[config.mk]
export PLATFORM = sky130hd
export DESIGN_NAME = draw_top
export DESIGN_NICKNAME = d
export VERILOG_FILES = /design/src/circle_ctl_pkg.sv /design/src/raster_geom_pkg.sv /design/src/circle_dp_if.sv /design/src/pixel_if.sv /design/src/draw_top.sv /design/src/draw_ctrl_wb.sv /design/src/screen_clear.sv /design/src/circle.sv /design/src/circle_fsm.sv /design/src/circle_datapath.sv
export VERILOG_INCLUDE_DIRS = /design/src
export SDC_FILE = /design/constraint.sdc
export NUM_CORES = 1
export LEC_CHECK = 0
export ABC_AREA = 1
export BUFFER_PORTS_ARGS = -buffer_cell sky130_fd_sc_hd__buf_4
export CAP_MARGIN = 15
export CORE_UTILIZATION = 35
export DETAILED_ROUTE_END_ITERATION = 10
export SYNTH_ARGS = -nofsm -noshare
export SYNTH_HDL_FRONTEND = slang
export SYNTH_SLANG_ARGS = --single-unit
[constraint.sdc]
create_clock -name clk -period 4.86 [get_ports clk]
set_input_delay 0.243 -clock clk [delete_from_list [all_inputs] [get_ports clk]]
set_output_delay 0.243 -clock clk [all_outputs]
set_load 0.01 [all_outputs]
[src/raster_consts.svh]
`ifndef RASTER_CONSTS_SVH
`define RASTER_CONSTS_SVH

// screen size in pixels.
`define RASTER_W 160
`define RASTER_H 120

// wishbone word address and data widths.
`define RASTER_ADDR_W 3
`define WB_DW 16

// register map.
`define REG_CX     3'd0
`define REG_CY     3'd1
`define REG_RADIUS 3'd2
`define REG_COLOUR 3'd3
`define REG_CTRL   3'd4
`define REG_STATUS 3'd5

`endif
[src/circle_ctl_pkg.sv]
package circle_ctl_pkg;

  // pixel = centre + mapped offsets, screen y grows downward.
  typedef enum logic [2:0] {
    OCT_0, // x + ox, y + oy.
    OCT_1, // x + oy, y + ox.
    OCT_2, // x - oy, y + ox.
    OCT_3, // x - ox, y + oy.
    OCT_4, // x - ox, y - oy.
    OCT_5, // x - oy, y - ox.
    OCT_6, // x + oy, y - ox.
    OCT_7  // x + ox, y - oy.
  } octant_t;

  typedef enum logic [1:0] {
    SEG_FULL,        // octants 0 to 7.
    SEG_LOWER,       // octants 0 to 3.
    SEG_UPPER_LEFT,  // octants 4 and 5.
    SEG_UPPER_RIGHT  // octants 6 and 7.
  } segment_t;

  typedef enum logic [2:0] {
    ST_IDLE,
    ST_INIT,
    ST_PLOT,
    ST_STEP,
    ST_DONE
  } circ_state_t;

  // each segment covers a contiguous run of octants.
  function automatic octant_t seg_first(segment_t seg);
    case (seg)
      SEG_UPPER_LEFT:  return OCT_4;
      SEG_UPPER_RIGHT: return OCT_6;
      default:         return OCT_0;
    endcase
  endfunction

  function automatic octant_t seg_last(segment_t seg);
    case (seg)
      SEG_LOWER:      return OCT_3;
      SEG_UPPER_LEFT: return OCT_5;
      default:        return OCT_7;
    endcase
  endfunction

endpackage

[src/raster_geom_pkg.sv]
package raster_geom_pkg;

  // screen column, 0 to 159.
  typedef logic [7:0] scr_x_t;

  // screen row, 0 to 119.
  typedef logic [6:0] scr_y_t;

  // centre plus or minus offset, may fall off screen.
  typedef logic signed [9:0] coord_t;

  // 3-bit rgb.
  typedef logic [2:0] colour_t;

endpackage

[src/circle_dp_if.sv]
`timescale 1ns/1ns

interface circle_dp_if;
  import circle_ctl_pkg::*;
  import raster_geom_pkg::*;

  octant_t octant_sel;
  logic    load_init;
  logic    load_next;
  logic    dec_x;
  logic    inc_y;
  logic    load_crit;
  logic    plot_en;
  coord_t  offset_x;
  coord_t  offset_y;
  coord_t  crit;

  modport ctl (
    output octant_sel,
    output load_init,
    output load_next,
    output dec_x,
    output inc_y,
    output load_crit,
    output plot_en,
    input  offset_x,
    input  offset_y,
    input  crit
  );

  modport dp (
    input  octant_sel,
    input  load_init,
    input  load_next,
    input  dec_x,
    input  inc_y,
    input  load_crit,
    input  plot_en,
    output offset_x,
    output offset_y,
    output crit
  );

endinterface

[src/pixel_if.sv]
`timescale 1ns/1ns

interface pixel_if;
  import raster_geom_pkg::*;

  scr_x_t  x;
  scr_y_t  y;
  colour_t colour;
  logic    plot; // one-cycle write strobe.

  modport src (
    output x,
    output y,
    output colour,
    output plot
  );

  modport dst (
    input x,
    input y,
    input colour,
    input plot
  );

endinterface

[src/draw_top.sv]
`timescale 1ns/1ns
`include "raster_consts.svh"

module draw_top #(
  parameter circle_ctl_pkg::segment_t SEGMENT = circle_ctl_pkg::SEG_FULL
) (
  input  logic                      clk,
  input  logic                      rst,
  input  logic                      cyc,
  input  logic                      stb,
  input  logic                      we,
  input  logic [`RASTER_ADDR_W-1:0] adr,
  input  logic [`WB_DW-1:0]         dat_w,
  output logic [`WB_DW-1:0]         dat_r,
  output logic                      ack,
  output raster_geom_pkg::scr_x_t   vga_x,
  output raster_geom_pkg::scr_y_t   vga_y,
  output raster_geom_pkg::colour_t  vga_colour,
  output logic                      vga_plot
);
  import raster_geom_pkg::*;

  coord_t  centre_x;
  coord_t  centre_y;
  coord_t  radius;
  colour_t colour;
  logic    circ_start;
  logic    circ_done;
  logic    clr_start;
  logic    clr_done;

  pixel_if clr_bus ();
  pixel_if circ_bus ();

  draw_ctrl_wb u_ctrl (
    .clk        (clk),
    .rst        (rst),
    .cyc        (cyc),
    .stb        (stb),
    .we         (we),
    .adr        (adr),
    .dat_w      (dat_w),
    .dat_r      (dat_r),
    .ack        (ack),
    .centre_x   (centre_x),
    .centre_y   (centre_y),
    .radius     (radius),
    .colour     (colour),
    .circ_start (circ_start),
    .clr_start  (clr_start),
    .circ_done  (circ_done),
    .clr_done   (clr_done),
    .clr_pix    (clr_bus.dst),
    .circ_pix   (circ_bus.dst),
    .vga_x      (vga_x),
    .vga_y      (vga_y),
    .vga_colour (vga_colour),
    .vga_plot   (vga_plot)
  );

  screen_clear u_clear (
    .clk   (clk),
    .rst   (rst),
    .start (clr_start),
    .done  (clr_done),
    .pix   (clr_bus.src)
  );

  circle #(
    .SEGMENT (SEGMENT)
  ) u_circle (
    .clk      (clk),
    .rst      (rst),
    .start    (circ_start),
    .done     (circ_done),
    .centre_x (centre_x),
    .centre_y (centre_y),
    .radius   (radius),
    .colour   (colour),
    .pix      (circ_bus.src)
  );

endmodule

[src/draw_ctrl_wb.sv]
`timescale 1ns/1ns
`include "raster_consts.svh"

module draw_ctrl_wb (
  input  logic                      clk,
  input  logic                      rst,
  input  logic                      cyc,
  input  logic                      stb,
  input  logic                      we,
  input  logic [`RASTER_ADDR_W-1:0] adr,
  input  logic [`WB_DW-1:0]         dat_w,
  output logic [`WB_DW-1:0]         dat_r,
  output logic                      ack,
  output raster_geom_pkg::coord_t   centre_x,
  output raster_geom_pkg::coord_t   centre_y,
  output raster_geom_pkg::coord_t   radius,
  output raster_geom_pkg::colour_t  colour,
  output logic                      circ_start,
  output logic                      clr_start,
  input  logic                      circ_done,
  input  logic                      clr_done,
  pixel_if.dst                      clr_pix,
  pixel_if.dst                      circ_pix,
  output raster_geom_pkg::scr_x_t   vga_x,
  output raster_geom_pkg::scr_y_t   vga_y,
  output raster_geom_pkg::colour_t  vga_colour,
  output logic                      vga_plot
);
  import raster_geom_pkg::*;

  logic [`WB_DW-1:0] r_cx;
  logic [`WB_DW-1:0] r_cy;
  logic [`WB_DW-1:0] r_radius;
  logic [`WB_DW-1:0] r_colour;
  logic [`WB_DW-1:0] rd_data;
  logic              bus_req;
  logic              wr_req;
  logic              ctrl_wr;
  logic              busy;
  logic              run_circ; // 1 while the circle engine owns the pixel port.

  assign bus_req = cyc && stb && !ack;
  assign wr_req  = bus_req && we;
  assign ctrl_wr = wr_req && (adr == `REG_CTRL) && !busy;

  always_ff @(posedge clk) begin
    if (rst) begin
      ack        <= 1'b0;
      busy       <= 1'b0;
      run_circ   <= 1'b0;
      circ_start <= 1'b0;
      clr_start  <= 1'b0;
    end else begin
      ack        <= bus_req;
      circ_start <= ctrl_wr && dat_w[0];
      clr_start  <= ctrl_wr && dat_w[1] && !dat_w[0]; // circle wins if both set.
      if (ctrl_wr && (dat_w[0] || dat_w[1])) begin
        busy     <= 1'b1;
        run_circ <= dat_w[0];
      end else if (busy && (run_circ ? circ_done : clr_done)) begin
        busy <= 1'b0;
      end
    end
  end

  always_comb begin
    case (adr)
      `REG_CX:     rd_data = r_cx;
      `REG_CY:     rd_data = r_cy;
      `REG_RADIUS: rd_data = r_radius;
      `REG_COLOUR: rd_data = r_colour;
      `REG_STATUS: rd_data = {{(`WB_DW - 1){1'b0}}, busy};
      default:     rd_data = '0;
    endcase
  end

  always_ff @(posedge clk) begin
    if (bus_req && !we) begin
      dat_r <= rd_data;
    end
    if (wr_req) begin
      case (adr)
        `REG_CX:     r_cx     <= dat_w;
        `REG_CY:     r_cy     <= dat_w;
        `REG_RADIUS: r_radius <= dat_w;
        `REG_COLOUR: r_colour <= dat_w;
        default: ;
      endcase
    end
  end

  // low bits only, keeps centre plus offset inside coord_t.
  assign centre_x = coord_t'({2'b00, r_cx[7:0]});
  assign centre_y = coord_t'({3'b000, r_cy[6:0]});
  assign radius   = coord_t'({2'b00, r_radius[7:0]});
  assign colour   = r_colour[2:0];

  always_comb begin
    if (run_circ) begin
      vga_x      = circ_pix.x;
      vga_y      = circ_pix.y;
      vga_colour = circ_pix.colour;
      vga_plot   = circ_pix.plot;
    end else begin
      vga_x      = clr_pix.x;
      vga_y      = clr_pix.y;
      vga_colour = clr_pix.colour;
      vga_plot   = clr_pix.plot;
    end
  end

  a_ack_pulse: assert property (@(posedge clk) disable iff (rst) ack |=> !ack);

  // an engine only finishes while this block records it as running.
  a_done_owner: assert property (@(posedge clk) disable iff (rst)
    (circ_done |-> busy && run_circ) and (clr_done |-> busy && !run_circ));

endmodule

[src/screen_clear.sv]
`timescale 1ns/1ns
`include "raster_consts.svh"

module screen_clear (
  input  logic clk,
  input  logic rst,
  input  logic start,
  output logic done,
  pixel_if.src pix
);
  import raster_geom_pkg::*;

  scr_x_t cnt_x;
  scr_y_t cnt_y;
  logic   active;

  always_ff @(posedge clk) begin
    if (rst) begin
      cnt_x  <= '0;
      cnt_y  <= '0;
      active <= 1'b0;
      done   <= 1'b0;
    end else begin
      done <= 1'b0;
      if (start && !active) begin
        cnt_x  <= '0;
        cnt_y  <= '0;
        active <= 1'b1;
      end else if (active) begin
        if (cnt_x == scr_x_t'(`RASTER_W - 1)) begin
          cnt_x <= '0;
          if (cnt_y == scr_y_t'(`RASTER_H - 1)) begin
            active <= 1'b0; // last pixel of the frame.
            done   <= 1'b1;
          end else begin
            cnt_y <= cnt_y + 1'b1;
          end
        end else begin
          cnt_x <= cnt_x + 1'b1;
        end
      end
    end
  end

  assign pix.x      = cnt_x;
  assign pix.y      = cnt_y;
  assign pix.colour = '0; // black.
  assign pix.plot   = active;

endmodule

[src/circle.sv]
`timescale 1ns/1ns

module circle #(
  parameter circle_ctl_pkg::segment_t SEGMENT = circle_ctl_pkg::SEG_FULL
) (
  input  logic                     clk,
  input  logic                     rst,
  input  logic                     start,
  output logic                     done,
  input  raster_geom_pkg::coord_t  centre_x,
  input  raster_geom_pkg::coord_t  centre_y,
  input  raster_geom_pkg::coord_t  radius,
  input  raster_geom_pkg::colour_t colour,
  pixel_if.src                     pix
);

  circle_dp_if dp_bus ();

  circle_fsm #(
    .SEGMENT (SEGMENT)
  ) u_fsm (
    .clk   (clk),
    .rst   (rst),
    .start (start),
    .done  (done),
    .ctl   (dp_bus.ctl)
  );

  circle_datapath u_dp (
    .clk      (clk),
    .rst      (rst),
    .centre_x (centre_x),
    .centre_y (centre_y),
    .radius   (radius),
    .colour   (colour),
    .dp       (dp_bus.dp),
    .pix      (pix)
  );

endmodule

[src/circle_fsm.sv]
`timescale 1ns/1ns

module circle_fsm #(
  parameter circle_ctl_pkg::segment_t SEGMENT = circle_ctl_pkg::SEG_FULL
) (
  input  logic     clk,
  input  logic     rst,
  input  logic     start,
  output logic     done,
  circle_dp_if.ctl ctl
);
  import circle_ctl_pkg::*;
  import raster_geom_pkg::*;

  localparam octant_t OCT_FIRST = seg_first(SEGMENT);
  localparam octant_t OCT_LAST  = seg_last(SEGMENT);

  circ_state_t state;
  octant_t     oct;
  logic        step_dec_x;
  coord_t      next_x;
  coord_t      next_y;

  // x steps in when the midpoint lies outside the circle.
  assign step_dec_x = ctl.crit > coord_t'(0);
  assign next_y = ctl.offset_y + coord_t'(1);
  assign next_x = ctl.offset_x - coord_t'(step_dec_x);

  always_ff @(posedge clk) begin
    if (rst) begin
      state <= ST_IDLE;
      oct   <= OCT_FIRST;
    end else begin
      case (state)
        ST_IDLE: begin
          if (start) begin
            state <= ST_INIT;
          end
        end
        ST_INIT: begin
          state <= ST_PLOT;
          oct   <= OCT_FIRST;
        end
        ST_PLOT: begin
          if (oct == OCT_LAST) begin
            state <= ST_STEP;
          end else begin
            oct <= octant_t'(oct + 3'd1);
          end
        end
        ST_STEP: begin
          oct   <= OCT_FIRST;
          state <= (next_y <= next_x) ? ST_PLOT : ST_DONE; // loop while y <= x.
        end
        ST_DONE: begin
          state <= ST_IDLE;
        end
        default: begin
          state <= ST_IDLE;
        end
      endcase
    end
  end

  assign ctl.octant_sel = oct;
  assign ctl.load_init  = (state == ST_INIT);
  assign ctl.plot_en    = (state == ST_PLOT);
  assign ctl.load_next  = (state == ST_STEP);
  assign ctl.load_crit  = (state == ST_STEP);
  assign ctl.inc_y      = (state == ST_STEP);
  assign ctl.dec_x      = (state == ST_STEP) && step_dec_x;
  assign done           = (state == ST_DONE);

  a_load_excl: assert property (@(posedge clk) disable iff (rst)
    !(ctl.load_init && ctl.load_next));

  // the datapath must hold a point of the first octant while plotting.
  a_plot_order: assert property (@(posedge clk) disable iff (rst)
    ctl.plot_en |-> ctl.offset_y <= ctl.offset_x);

endmodule

[src/circle_datapath.sv]
`timescale 1ns/1ns
`include "raster_consts.svh"

module circle_datapath (
  input  logic                     clk,
  input  logic                     rst,
  input  raster_geom_pkg::coord_t  centre_x,
  input  raster_geom_pkg::coord_t  centre_y,
  input  raster_geom_pkg::coord_t  radius,
  input  raster_geom_pkg::colour_t colour,
  circle_dp_if.dp                  dp,
  pixel_if.src                     pix
);
  import raster_geom_pkg::*;
  import circle_ctl_pkg::*;

  coord_t off_x;
  coord_t off_y;
  coord_t crit;
  coord_t nx;
  coord_t ny;
  coord_t crit_inc;
  coord_t px;
  coord_t py;
  logic   on_screen;

  assign nx = dp.dec_x ? off_x - coord_t'(1) : off_x;
  assign ny = dp.inc_y ? off_y + coord_t'(1) : off_y;
  assign crit_inc = dp.dec_x ? ny - nx : ny; // criterion uses the stepped offsets.

  always_ff @(posedge clk) begin
    if (rst) begin
      off_x <= '0;
      off_y <= '0;
      crit  <= '0;
    end else if (dp.load_init) begin
      off_x <= radius;
      off_y <= '0;
      crit  <= coord_t'(1) - radius;
    end else begin
      if (dp.load_next) begin
        off_x <= nx;
        off_y <= ny;
      end
      if (dp.load_crit) begin
        crit <= crit + crit_inc + crit_inc + coord_t'(1);
      end
    end
  end

  always_comb begin
    px = centre_x + off_x;
    py = centre_y + off_y;
    case (dp.octant_sel)
      OCT_1: begin
        px = centre_x + off_y;
        py = centre_y + off_x;
      end
      OCT_2: begin
        px = centre_x - off_y;
        py = centre_y + off_x;
      end
      OCT_3: begin
        px = centre_x - off_x;
        py = centre_y + off_y;
      end
      OCT_4: begin
        px = centre_x - off_x;
        py = centre_y - off_y;
      end
      OCT_5: begin
        px = centre_x - off_y;
        py = centre_y - off_x;
      end
      OCT_6: begin
        px = centre_x + off_y;
        py = centre_y - off_x;
      end
      OCT_7: begin
        px = centre_x + off_x;
        py = centre_y - off_y;
      end
      default: ; // OCT_0 keeps the defaults.
    endcase
  end

  // off-screen points are dropped.
  assign on_screen = !px[9] && (px < coord_t'(`RASTER_W)) &&
                     !py[9] && (py < coord_t'(`RASTER_H));

  assign dp.offset_x = off_x;
  assign dp.offset_y = off_y;
  assign dp.crit     = crit;

  assign pix.x      = px[7:0];
  assign pix.y      = py[6:0];
  assign pix.colour = colour;
  assign pix.plot   = dp.plot_en && on_screen;

  a_plot_in_range: assert property (@(posedge clk) disable iff (rst)
    pix.plot |-> (pix.x < `RASTER_W) && (pix.y < `RASTER_H));

endmodule

# After elaboration in Yosys (flattened, before gate mapping)
# Cells that the tools add are included.
# totals
regBits,138
inputBits,24
output_inout_bits,36
wordCells,143
# classes
addsub,19
n_lt_le_gt_ge,4
n_eq_ne,21
n_mux,29
bitwise,3
n_reduce_logical,47
# op_table
cell,count
16-bit one-hot mux with 5 select lines,1
10-bit one-hot mux with 3 select lines,2
10-bit two-way mux,5
8-bit two-way mux,4
"3-bit equality test, second input constant",7
10-bit adder,2
"10-bit by 2-bit adder with 10-bit output, second input constant",2
8-bit by 10-bit adder with 10-bit output,2
9-bit by 10-bit adder with 10-bit output,2
8-bit by 10-bit subtractor with 10-bit output,2
9-bit by 10-bit subtractor with 10-bit output,2
"3-bit by 2-bit equality test with 1-bit output, second input constant",6
2-bit OR reduction,9
1-bit logical AND,17
3-bit two-way mux,5
3-bit one-hot mux with 4 select lines,1
2-bit AND reduction,6
"10-bit by 1-bit greater-than comparator with 1-bit output, second input constant",1
10-bit <= comparator,1
"10-bit by 8-bit less-than comparator with 1-bit output, second input constant",1
"10-bit by 9-bit less-than comparator with 1-bit output, second input constant",1
10-bit subtractor,1
10-bit by 2-bit subtractor with 10-bit output,1
"10-bit by 2-bit subtractor with 10-bit output, second input constant",1
19 further kinds,41

# Longest topological paths before layout
# Gate-level depths: netlist (run 1).
# logic_depth
word_depth,10
depth_mapped,26
depth_no_buf,26

# By module
# Synthesis (run 1) repeated with hierarchy kept, for this count alone.
# hier_totals
cells_unflattened,1344
hier_area_um2,9957.0
# by_module_without_submodules
module,n_inst,cells_each,area_each_um2,seq_area_each_um2
circle_datapath,1,761,4506.8,600.6
draw_ctrl_wb,1,311,3560.9,2502.4
circle_fsm,1,142,954.7,120.1
screen_clear,1,130,934.6,340.3

# Worst setup path after synthesis (run 1)
# No wires, ideal clock.
# synth_path
path_type,register -> register
from,"register u_circle.u_dp.off_y[0], in the netlist u_circle.u_dp.dp.offset_y[0]"
to,"register u_circle.u_dp.crit[9], in the netlist u_circle.u_dp.dp.crit[9]"
setup_ns,0.120
arrival_ns,3.335
required_ns,4.740
setup_slack_ns,1.405
stages_incl_launch_ff,22
n_path_buf,0
synth_period_minus_slack_ns,3.455
path_cell_list,dfxtp_1 inv_1 ha_1 or2_2 o21ai_1 inv_1 ha_1 nand2_1 o21ai_0 a21oi_1 nor2_1 nor2_1 xor2_1 o21ai_0 ha_1 inv_1 o21bai_1 nand3_1 nand4_1 nand3b_1 nand3_1 a21oi_1
# synth_between
elab_chain_cells,9
# synth_rtl
element,line_no,text
start: declaration,circle_datapath.sv:18,coord_t off_y;
start signal: assignment,circle_datapath.sv:43,off_y <= ny;
10-bit by 2-bit adder with 10-bit output *,circle_datapath.sv:28,assign ny = dp.inc_y ? off_y + coord_t'(1) : off_y;
10-bit two-way mux *,circle_datapath.sv:28,
net u_circle.u_dp.ny[1],circle_datapath.sv:21,coord_t ny;
10-bit subtractor,circle_datapath.sv:29,assign crit_inc = dp.dec_x ? ny - nx : ny;
10-bit two-way mux *,circle_datapath.sv:29,
10-bit adder,circle_datapath.sv:46,crit <= crit + crit_inc + crit_inc + coord_t'(1);
10-bit adder *,circle_datapath.sv:46,
10-bit by 2-bit adder with 10-bit output *,circle_datapath.sv:46,
10-bit two-way mux *,circle_datapath.sv:45,if (dp.load_crit) begin
10-bit two-way mux *,circle_datapath.sv:36,end else if (dp.load_init) begin
end signal: assignment,circle_datapath.sv:39,crit <= coord_t'(1) - radius;
end signal: assignment,circle_datapath.sv:46,
end: declaration,circle_datapath.sv:19,coord_t crit;
# The timed path passes the listed nets; every way through them passes the cells marked *. The select of a mux whose other input is x is not followed.
# A chain may end at the register's enable or synchronous reset.

# Final worst setup path (run 1)
# layout_path
from,register u_circle.u_fsm.state[2]
to,"register u_circle.u_dp.crit[7], in the netlist u_circle.u_dp.dp.crit[7]"
# layout_between
elab_chain_cells,10
elab_cells_between_ends,13
cone_classes,add/sub: 4; eq/ne: 2; mux: 5; reduce/logical: 2
# layout_rtl
element,line_no,text
start: declaration,circle_fsm.sv:18,circ_state_t state;
start signal: assignment,circle_fsm.sv:53,state <= (next_y <= next_x) ? ST_PLOT : ST_DONE;
3-bit by 2-bit equality test with 1-bit output,"circle_fsm.sv:69, circle_fsm.sv:70, circle_fsm.sv:71",
1-bit logical AND,circle_fsm.sv:71,assign ctl.dec_x = (state == ST_STEP) && step_dec_x;
10-bit two-way mux,circle_datapath.sv:27,assign nx = dp.dec_x ? off_x - coord_t'(1) : off_x;
10-bit subtractor,circle_datapath.sv:29,
10-bit two-way mux,circle_datapath.sv:29,
10-bit adder (2 in a row),circle_datapath.sv:46,
10-bit by 2-bit adder with 10-bit output,circle_datapath.sv:46,
10-bit two-way mux,circle_datapath.sv:45,
10-bit two-way mux,circle_datapath.sv:36,
# Several ways; a longest one is shown, not always the timed one. The select of a mux whose other input is x is not followed.

==> results.md, run 1 <==
* Worst min-delay path startpoint: dat_w[8]
* Number of instances on the worst hold path at 1
* First-pass iteration count of the detailed router at 5
* CP Launch Type: flip-flop
* Seq/Total Area, Yosys at 40.1%
* Via count of the first global-routing pass at 7,598
* Fmax achieved at 238 MHz
* Cell leakage power at 4.54 nW
* Area growth from synthesis to final layout at 16.8%
* Wire per inst at 15.9 microns
* Remaining max-slew budget at the tightest pin at around half
* Post-synthesis async set-or-reset flop share at 0%
* Number of rows created at floorplan at between 50 and 60
* Setup CP Type: reg2reg
* Clock latency on the worst-skew pair at 430 ps
* Crit path capture type: flip-flop
* Sequential Area at 3560 sq um
* Portion of the clock cycle consumed by the worst path in the final layout at 86.4%
* Worst min-delay path class: in2reg
* WHS at 14.2 ps
* Setup slack, reg-to-reg at 660 ps
* Count of cell types in the netlist at 50
* Maximum number of pins on one net before global-route repair at 21
* Number of antenna diodes at 0
* Area of the multi-input gates at 4560 sq um
* Area of the core at 24,600 sq um
* Cell area after synthesis at 8890 sq um
* Antenna violation net count after detailed routing at 0
* Ratio of cells with drive above 1 in the final layout at 10.1%
* RSZ-0062 raised after global routing: no
* H-tree levels at 4
* Highest fanout seen on the critical path at 17
* Worst R2R Path Depth at 21
* Number of cells produced by synthesis at 1,172
* Critical path required time at 5160 ps
* Vias per cell at ~5.1
* Number of flops mapped to enable cells by yosys at 80
* Per-instance average area after synthesis at 7.58 sq um
* Num CTS Buffers at 17
* Global route overflow at 0
* TritonCTS clock tree: yes
* Placed cell count at 1,541
* Final period demand of the worst path at 4200 ps
* Final RePlAce weighted congestion at 0.938
* Detailed Route WL at ~25,000 microns
* Antenna violations before repair at 0
* Die Height at approximately 160 microns
* DRC Markers at 0
* Utilization of the core after routing at 42.2%
* Count of filler cells inserted in the layout at approximately 2,500
* Total GRT Usage at 19.8%
* Non-Filler Instances at 1,579
* Count of final max-slew check failures at 0
* Yosys warns at 0
* Worst r2r dst: u_circle.u_dp.dp.crit[7]
* Slew of the pin with the lowest slew margin at approximately 760 ps
* Number of violations reported at the end of detailed-routing iteration 0 at 513
* Clock slew at the register clock pins of the worst setup and hold paths at 80 ps
* Final sum of negative setup slack at 0 ps
* Die Area at 26,000 sq um
* Post-Place Setup Slack at 550 ps
* Boundary Pins at 60
* Total of endpoints with negative setup slack in the final report at 0
* Number of vias in the routed layout at 8,055
* Pwr/cell area at 261 nW/um^2
* CTS sink cnt at 138
* Number of buffers on the longest clock path at 2
* Clock Root Buffer: clkbuf_16
* Setup slack of the critical path after layout at 662 ps
* Worst-case clock skew at about 19 ps
* Destination of the worst hold path: u_ctrl.r_cx[8]
* Leading register cell type out of synthesis: edfxtp_1
* Total of flip-flops plus latches after synthesis at about 140
* Worst voltage drop across the vdd grid at 0.165 mV
* Worst reg2reg path startpoint: u_circle.u_fsm.state[2]
* Worst EP arrival at 4500 ps
* Net count after synthesis at 1,254
* Result of the run: completed
* Number of failing hold endpoints at the final stage at 0
* Layout net count at 1,324
* Die span in x at 161 microns
* Effective utilization at floorplan at 36.1%
* Buffers on Ports at 59
* First-pass GRT wire length at 40,000 microns
* Placed wire-length estimate after detailed placement at 19,400 microns
* Maximum Capacitance Violations at 0
==> cell usage after synthesis (18+ instances only) <==
| cell type | n | share of area, % |
|---|---|---|
| nand2_1 | 289 | 12 |
| inv_1 | 166 | 7.0 |
| nor2_1 | 106 | 4.5 |
| edfxtp_1 | 80 | 27 |
| o21ai_0 | 72 | 4.1 |
| a21oi_1 | 71 | 4.0 |
| dfxtp_1 | 58 | 13 |
| nand3_1 | 55 | 3.1 |
| ha_1 | 54 | 7.6 |
| xor2_1 | 25 | 2.5 |
| nand4_1 | 21 | 1.5 |
| nor3_1 | 20 | 1.1 |
| o2111ai_1 | 18 | 1.8 |
==> routing by layer <==
metal / global-route usage [%] / routed length (microns) / part of all wire, % / vias up
met2: 32.8 / 11700 / 47 / 195
met1: 26.9 / 12000 / 48 / 3759
li1: - / - / - / 4071
met3: 2.59 / 1020 / 4.0 / 30
met4: 5.66 / 390 / 1.6 / 0
met5: 0 / 0 / 0 / -
==> state kept, by name (all words and copies together), names as in the netlist, 3 cells and up, named ones only <==
register                       count
u_ctrl.r_radius                   16
u_clear.pix.y                      7
u_clear.pix.x                      8
u_ctrl.r_colour                   16
u_ctrl.dat_r                      16
u_ctrl.r_cy                       16
u_circle.u_fsm.ctl.octant_sel      3
u_circle.u_dp.dp.offset_x          9
u_ctrl.r_cx                       16
u_circle.u_dp.dp.crit             10
u_circle.u_dp.dp.offset_y          9
u_circle.u_fsm.state               3
==> layout by cell type, fill, tap and decap left out, drive strengths merged, types with 7 or more instances in the layout <==
cell type,instances
nor3,22
a21oi,71
o22ai,11
dfxtp,58
edfxtp,80
clkbuf,17
inv,179
o2111ai,18
xor2,25
ha,54
nand2,291
nand4,21
a31oi,7
nand3,55
clkinv,12
buf,70
a211oi,7
o21ai,82
xnor2,8
nor2,113
==> critical path, cell delays in order, from the launching register on <==
cell and delay, ps:
dfxtp_1 380, inv_1 60, nand2_1 410, nor2_8 80, inv_2 160, nor2_1 80, inv_1 350, o21a_1 250
inv_1 60, ha_1 270, nand2_1 50, o21ai_0 350, xnor2_1 170, o21ai_0 110, ha_1 360, nand2_1 80
o21ai_0 290, a21oi_1 120, o21bai_1 180, a21oi_1 80, o21ai_0 110, a21oi_1 80
==> how the worst max path moves through the flow <==
stage / start / to / slack [ps] / cells after the start
2_1_floorplan: u_circle.u_dp.dp.offset_y[0] / u_circle.u_dp.dp.crit[9] / 1400 / 21
3_3_place_gp: u_circle.u_fsm.state[2] / u_circle.u_dp.dp.crit[9] / 710 / 25
3_5_place_dp: u_circle.u_fsm.state[2] / u_circle.u_dp.dp.crit[7] / 550 / 22
4_1_cts: u_circle.u_fsm.state[2] / u_circle.u_dp.dp.crit[9] / 520 / 25
5_1_grt: u_circle.u_fsm.state[2] / u_circle.u_dp.dp.crit[9] / 180 / 24
6_report: u_circle.u_fsm.state[2] / u_circle.u_dp.dp.crit[7] / 660 / 21
==> report_power, final <==
group,switching [W],internal [W],total [W]
clock network,0.000621,0.000701,0.00132
logic,0.0000883,0.0000514,0.000140
registers,0.00000463,0.00124,0.00125
==> area by class of cell <==
| cell class | instances | area share [%] |
|---|---|---|
| Multi-Input combinational cell | 834 | 43.9 |
| Sequential cell | 138 | 34.3 |
| Inverter | 176 | 6.36 |
| Timing Repair Buffer | 75 | 5.54 |
| Clock buffer | 17 | 4.10 |
| Tap cell | 324 | 3.91 |
| Clock inverter | 15 | 1.82 |
==> through the flow <==
| step | total power [W] | area, sq um |
|---|---|---|
| final | 0.00271 | 10400 |
| after global routing | 0.00280 | 10400 |
| after CTS | 0.00274 | 10400 |
| after detailed placement | 0.00141 | 9710 |
| after global placement | 0.00141 | 9710 |
| after floorplan | 0.00135 | 8890 |
==> cells by family (layout without fill, tap and decap cells) <==
| kind of cell | count (synthesis) | after routing | synth area share, % |
|---|---|---|---|
| simple gates | 522 | 522 | 25.0 |
| compound gates | 220 | 220 | 14.4 |
| buf+inv | 200 | 283 | 8.62 |
| flops | 138 | 138 | 40.1 |
| fa+ha+maj | 58 | 58 | 8.50 |
| xor+xnor | 33 | 33 | 3.25 |
| mux | 1 | 1 | 0.113 |
==> timing repair <==
| action | CTS | global route |
|---|---|---|
| resized for setup | 0 | 0 |
| setup endpoints to repair | 0 | 1 |
| hold buffers | 5 | 0 |
| endpoints found under the hold margin | 16 | 0 |
| buffers inserted | 0 | 1 |
Power figures use the tool's default switching activity.
==> run 2, diff against run 1 <==
--- a/config.mk
+++ b/config.mk
@@ -9,7 +9,9 @@
 export ABC_AREA = 1
 export BUFFER_PORTS_ARGS = -buffer_cell sky130_fd_sc_hd__buf_4
 export CAP_MARGIN = 15
+export CORE_ASPECT_RATIO = 0.75
 export CORE_UTILIZATION = 35
+export CTS_BUF_LIST = sky130_fd_sc_hd__clkbuf_8
 export DETAILED_ROUTE_END_ITERATION = 10
 export SYNTH_ARGS = -nofsm -noshare
 export SYNTH_HDL_FRONTEND = slang
==> run 2 against run 1 <==
  * Count of clock-buffer cells in the layout unchanged
  * Power shrank 15%
  * Cell count grew 1.6%
  * Non-clock buffer count is 12 higher
  * First-iteration DRC count grew 39%
  * Sequential power is essentially flat
  * Die area about the same
  * Critical endpoint is now vga_plot
==> results.md, run 2 (synthesis gave the netlist of run 1 again) <==
* Final RePlAce weighted congestion at 0.991 (+5.6%)
* Clock latency on the worst-skew pair at 460 ps (+30 ps)
* First-pass iteration count of the detailed router at 7 (+2)
* Pwr/cell area at 223 nW/um^2 (-14%)
* Highest fanout seen on the critical path at 5 (-12)
* Antenna violation net count after detailed routing at 0 (unchanged)
* Global route overflow at 0 (unchanged)
* Boundary Pins at 60 (unchanged)
* Number of failing hold endpoints at the final stage at 0 (unchanged)
* Count of filler cells inserted in the layout at 2,583 (+3.3%)
* Critical path required time at 4620 ps (-540 ps)
* Worst r2r dst: u_circle.u_dp.dp.crit[9]
* Worst min-delay path class: in2reg
* First-pass GRT wire length at 41,400 microns (+3.7%)
* Area growth from synthesis to final layout at 15.5%
* Result of the run: completed
* Final period demand of the worst path at 4210 ps (+7.81 ps)
* Die span in x at 186 microns (+15%)
* RSZ-0062 raised after global routing: no
* Most common cell after layout, fill and taps aside: nand2_1
* Placed wire-length estimate after detailed placement at 20,500 microns (+5.7%)
* TritonCTS clock tree: yes
* Clock slew at the register clock pins of the worst setup and hold paths at 90 ps (about the same)
* Delay contributed by the slowest stage of the critical path at 530 ps (+120 ps)
* Slowest CP cell: o21ai_0
* Count of final max-slew check failures at 0 (unchanged)
* Area of the core at 25,000 sq um (+1.4%)
* Buffers on Ports at 59 (unchanged)
* Worst R2R Path Depth at 24 (+14%)
* Fmax achieved at 238 MHz (-0.19%)
* Effective utilization at floorplan at 35.6% (-0.52 points)
* Vias per cell at 5.11 (+0.18%)
* Total of endpoints with negative setup slack in the final report at 0 (unchanged)
* Met3 wire length at 2140 microns (+110%)
* Final sum of negative setup slack at 0 ps (unchanged)
* Routed met2 length at 10,700 microns (-8.8%)
* WHS at 115 ps (+101 ps)
* Via count of the first global-routing pass at 7,568 (-0.39%)
* Area of the multi-input gates at 4560 sq um (unchanged)
* Destination of the worst hold path: u_ctrl.ack
* Portion of the clock cycle consumed by the worst path in the final layout at 86.5% (+0.16 points)
* Sum of routed wire segments on met1 at 13,300 microns (+11%)
* Setup slack, reg-to-reg at 700 ps (+40 ps)
* CP Launch Type: flip-flop
* Remaining max-slew budget at the tightest pin at 47.8% (-1.7 points)
* Worst reg2reg path startpoint: u_circle.u_fsm.state[1]
* Worst min-delay path startpoint: stb
* Overall Power at 0.00229 W (-15%)
* Ratio of cells with drive above 1 in the final layout at 10.0% (-0.096 points)
* Die Area at 26,000 sq um (about the same)
* Wire per inst at 16.4 microns (+2.8%)
* Crit path capture type: output pin
* Setup CP Type: reg2out
* Number of instances on the worst hold path at 5 (+4)
* Layout net count at 1,336 (+0.91%)
* Worst voltage drop across the vdd grid at 0.184 mV (+11%)
* Most frequent cells in the layout: nand2_1, inv_1, nor2_1
* Maximum Capacitance Violations at 0 (unchanged)
* Slew of the pin with the lowest slew margin at 782 ps (+25.8 ps)
* DRC Markers at 0 (unchanged)
* Worst EP arrival at 3960 ps (-540 ps)
* Number of violations reported at the end of detailed-routing iteration 0 at 714 (+39%)
* Cell Chain, Critical Path: inv_1, ha_1, nand2_1, inv_1, nand2_1, o21ai_0, nor2_1, o32ai_1, inv_1, ha_1, a21oi_1, a21boi_0, nand3b_1, nand2_1, inv_1, nand2_1, nand3_1, nor2_1, nand3_1, nand2_1, buf_4
* Clock Root Buffer: clkbuf_8
* Utilization of the core after routing at 41.1% (-1.1 points)
* Number of antenna diodes at 0 (unchanged)
* Number of rows created at floorplan at 50 (-12%)
* Antenna violations before repair at 0 (unchanged)
* CTS sink cnt at 138 (unchanged)
* Sequential Area at 3560 sq um (unchanged)
* Die Height at 140 microns (-13%)
* H-tree levels at 4 (unchanged)
* Num CTS Buffers at 17 (unchanged)
* Number of vias in the routed layout at 8,202 (+1.8%)
* Detailed Route WL at 26,300 microns (+4.5%)
* Number of setup buffers added after CTS at 0 (unchanged)
* Library cell appearing most often on the critical path: nand2_1
* Topmost layer with routed signal wires: met4
* Cell leakage power at 4.46 nW (-1.7%)
* Number of buffers on the longest clock path at 2 (unchanged)
* Maximum number of pins on one net before global-route repair at 21 (unchanged)
* Total GRT Usage at 20.9% (+1.1 points)
* Number of cells upsized or downsized after cts at 0 (unchanged)
* Worst-case clock skew at 17.5 ps (-1.45 ps)
[run 2: report_power, final]
part | total, W | switching (W) | leakage [nW] | internal [W]
sequential | 0.00125 | 0.00000491 | 1.19 | 0.00124
combinational | 0.000149 | 0.0000922 | 3.10 | 0.0000572
clock | 0.000894 | 0.000525 | 0.175 | 0.000370
[run 2: worst max-delay path by stage]
stage	startpoint	end	slack, ps	cells past startpoint
2_1_floorplan	u_circle.u_dp.dp.offset_y[0]	u_circle.u_dp.dp.crit[9]	1400	21
3_3_place_gp	u_circle.u_fsm.state[2]	u_circle.u_dp.dp.crit[9]	860	25
3_5_place_dp	u_circle.u_fsm.state[1]	u_circle.u_dp.dp.crit[9]	740	24
4_1_cts	u_circle.u_fsm.ctl.octant_sel[0]	vga_plot	620	20
5_1_grt	u_circle.u_fsm.state[2]	u_circle.u_dp.dp.crit[9]	260	25
6_report	u_circle.u_dp.dp.offset_x[1]	vga_plot	650	21
[run 2: area by class of cell]
type / instances / area share (%)
repair buffers: 87 / 6.75
flip-flops and latches: 138 / 34.7
clock buffers: 17 / 2.28
inverters: 176 / 6.43
multi-input cells: 834 / 44.4
clock inverters: 15 / 1.28
well taps: 338 / 4.12
[run 2: per-stage QoR]
| stage | std cells | area [sq um] | setup slack, ps |
|---|---|---|---|
| floorplan | 1172 | 8890 | 1400 |
| global placement | 1557 | 9740 | 860 |
| detailed placement | 1557 | 9740 | 740 |
| CTS | 1605 | 10300 | 615 |
| global route | 1605 | 10300 | 259 |
| finish | 1605 | 10300 | 654 |
[run 2: timing repair]
action	4_1_cts	5_1_grt
hold buffers	16	0
endpoints found under the setup margin	0	0
hold endpoints to repair	64	0
[run 2: routing by layer]
layer  up-vias  GRT usage [%]
li1       4090              -
met1      3784           32.1
met2       314           29.4
met3        14           4.86
met4         0           3.93
met5         -              0
[run 2: worst max-delay path, delay by kind of cell, from the launching register on]
kind,cells,cell delay [ps]
buffers and inverters,5,500
DFF,1,320
and+or+nand+nor,10,840
AOI/OAI and AO/OA,4,1260
adders and majority gates,2,560
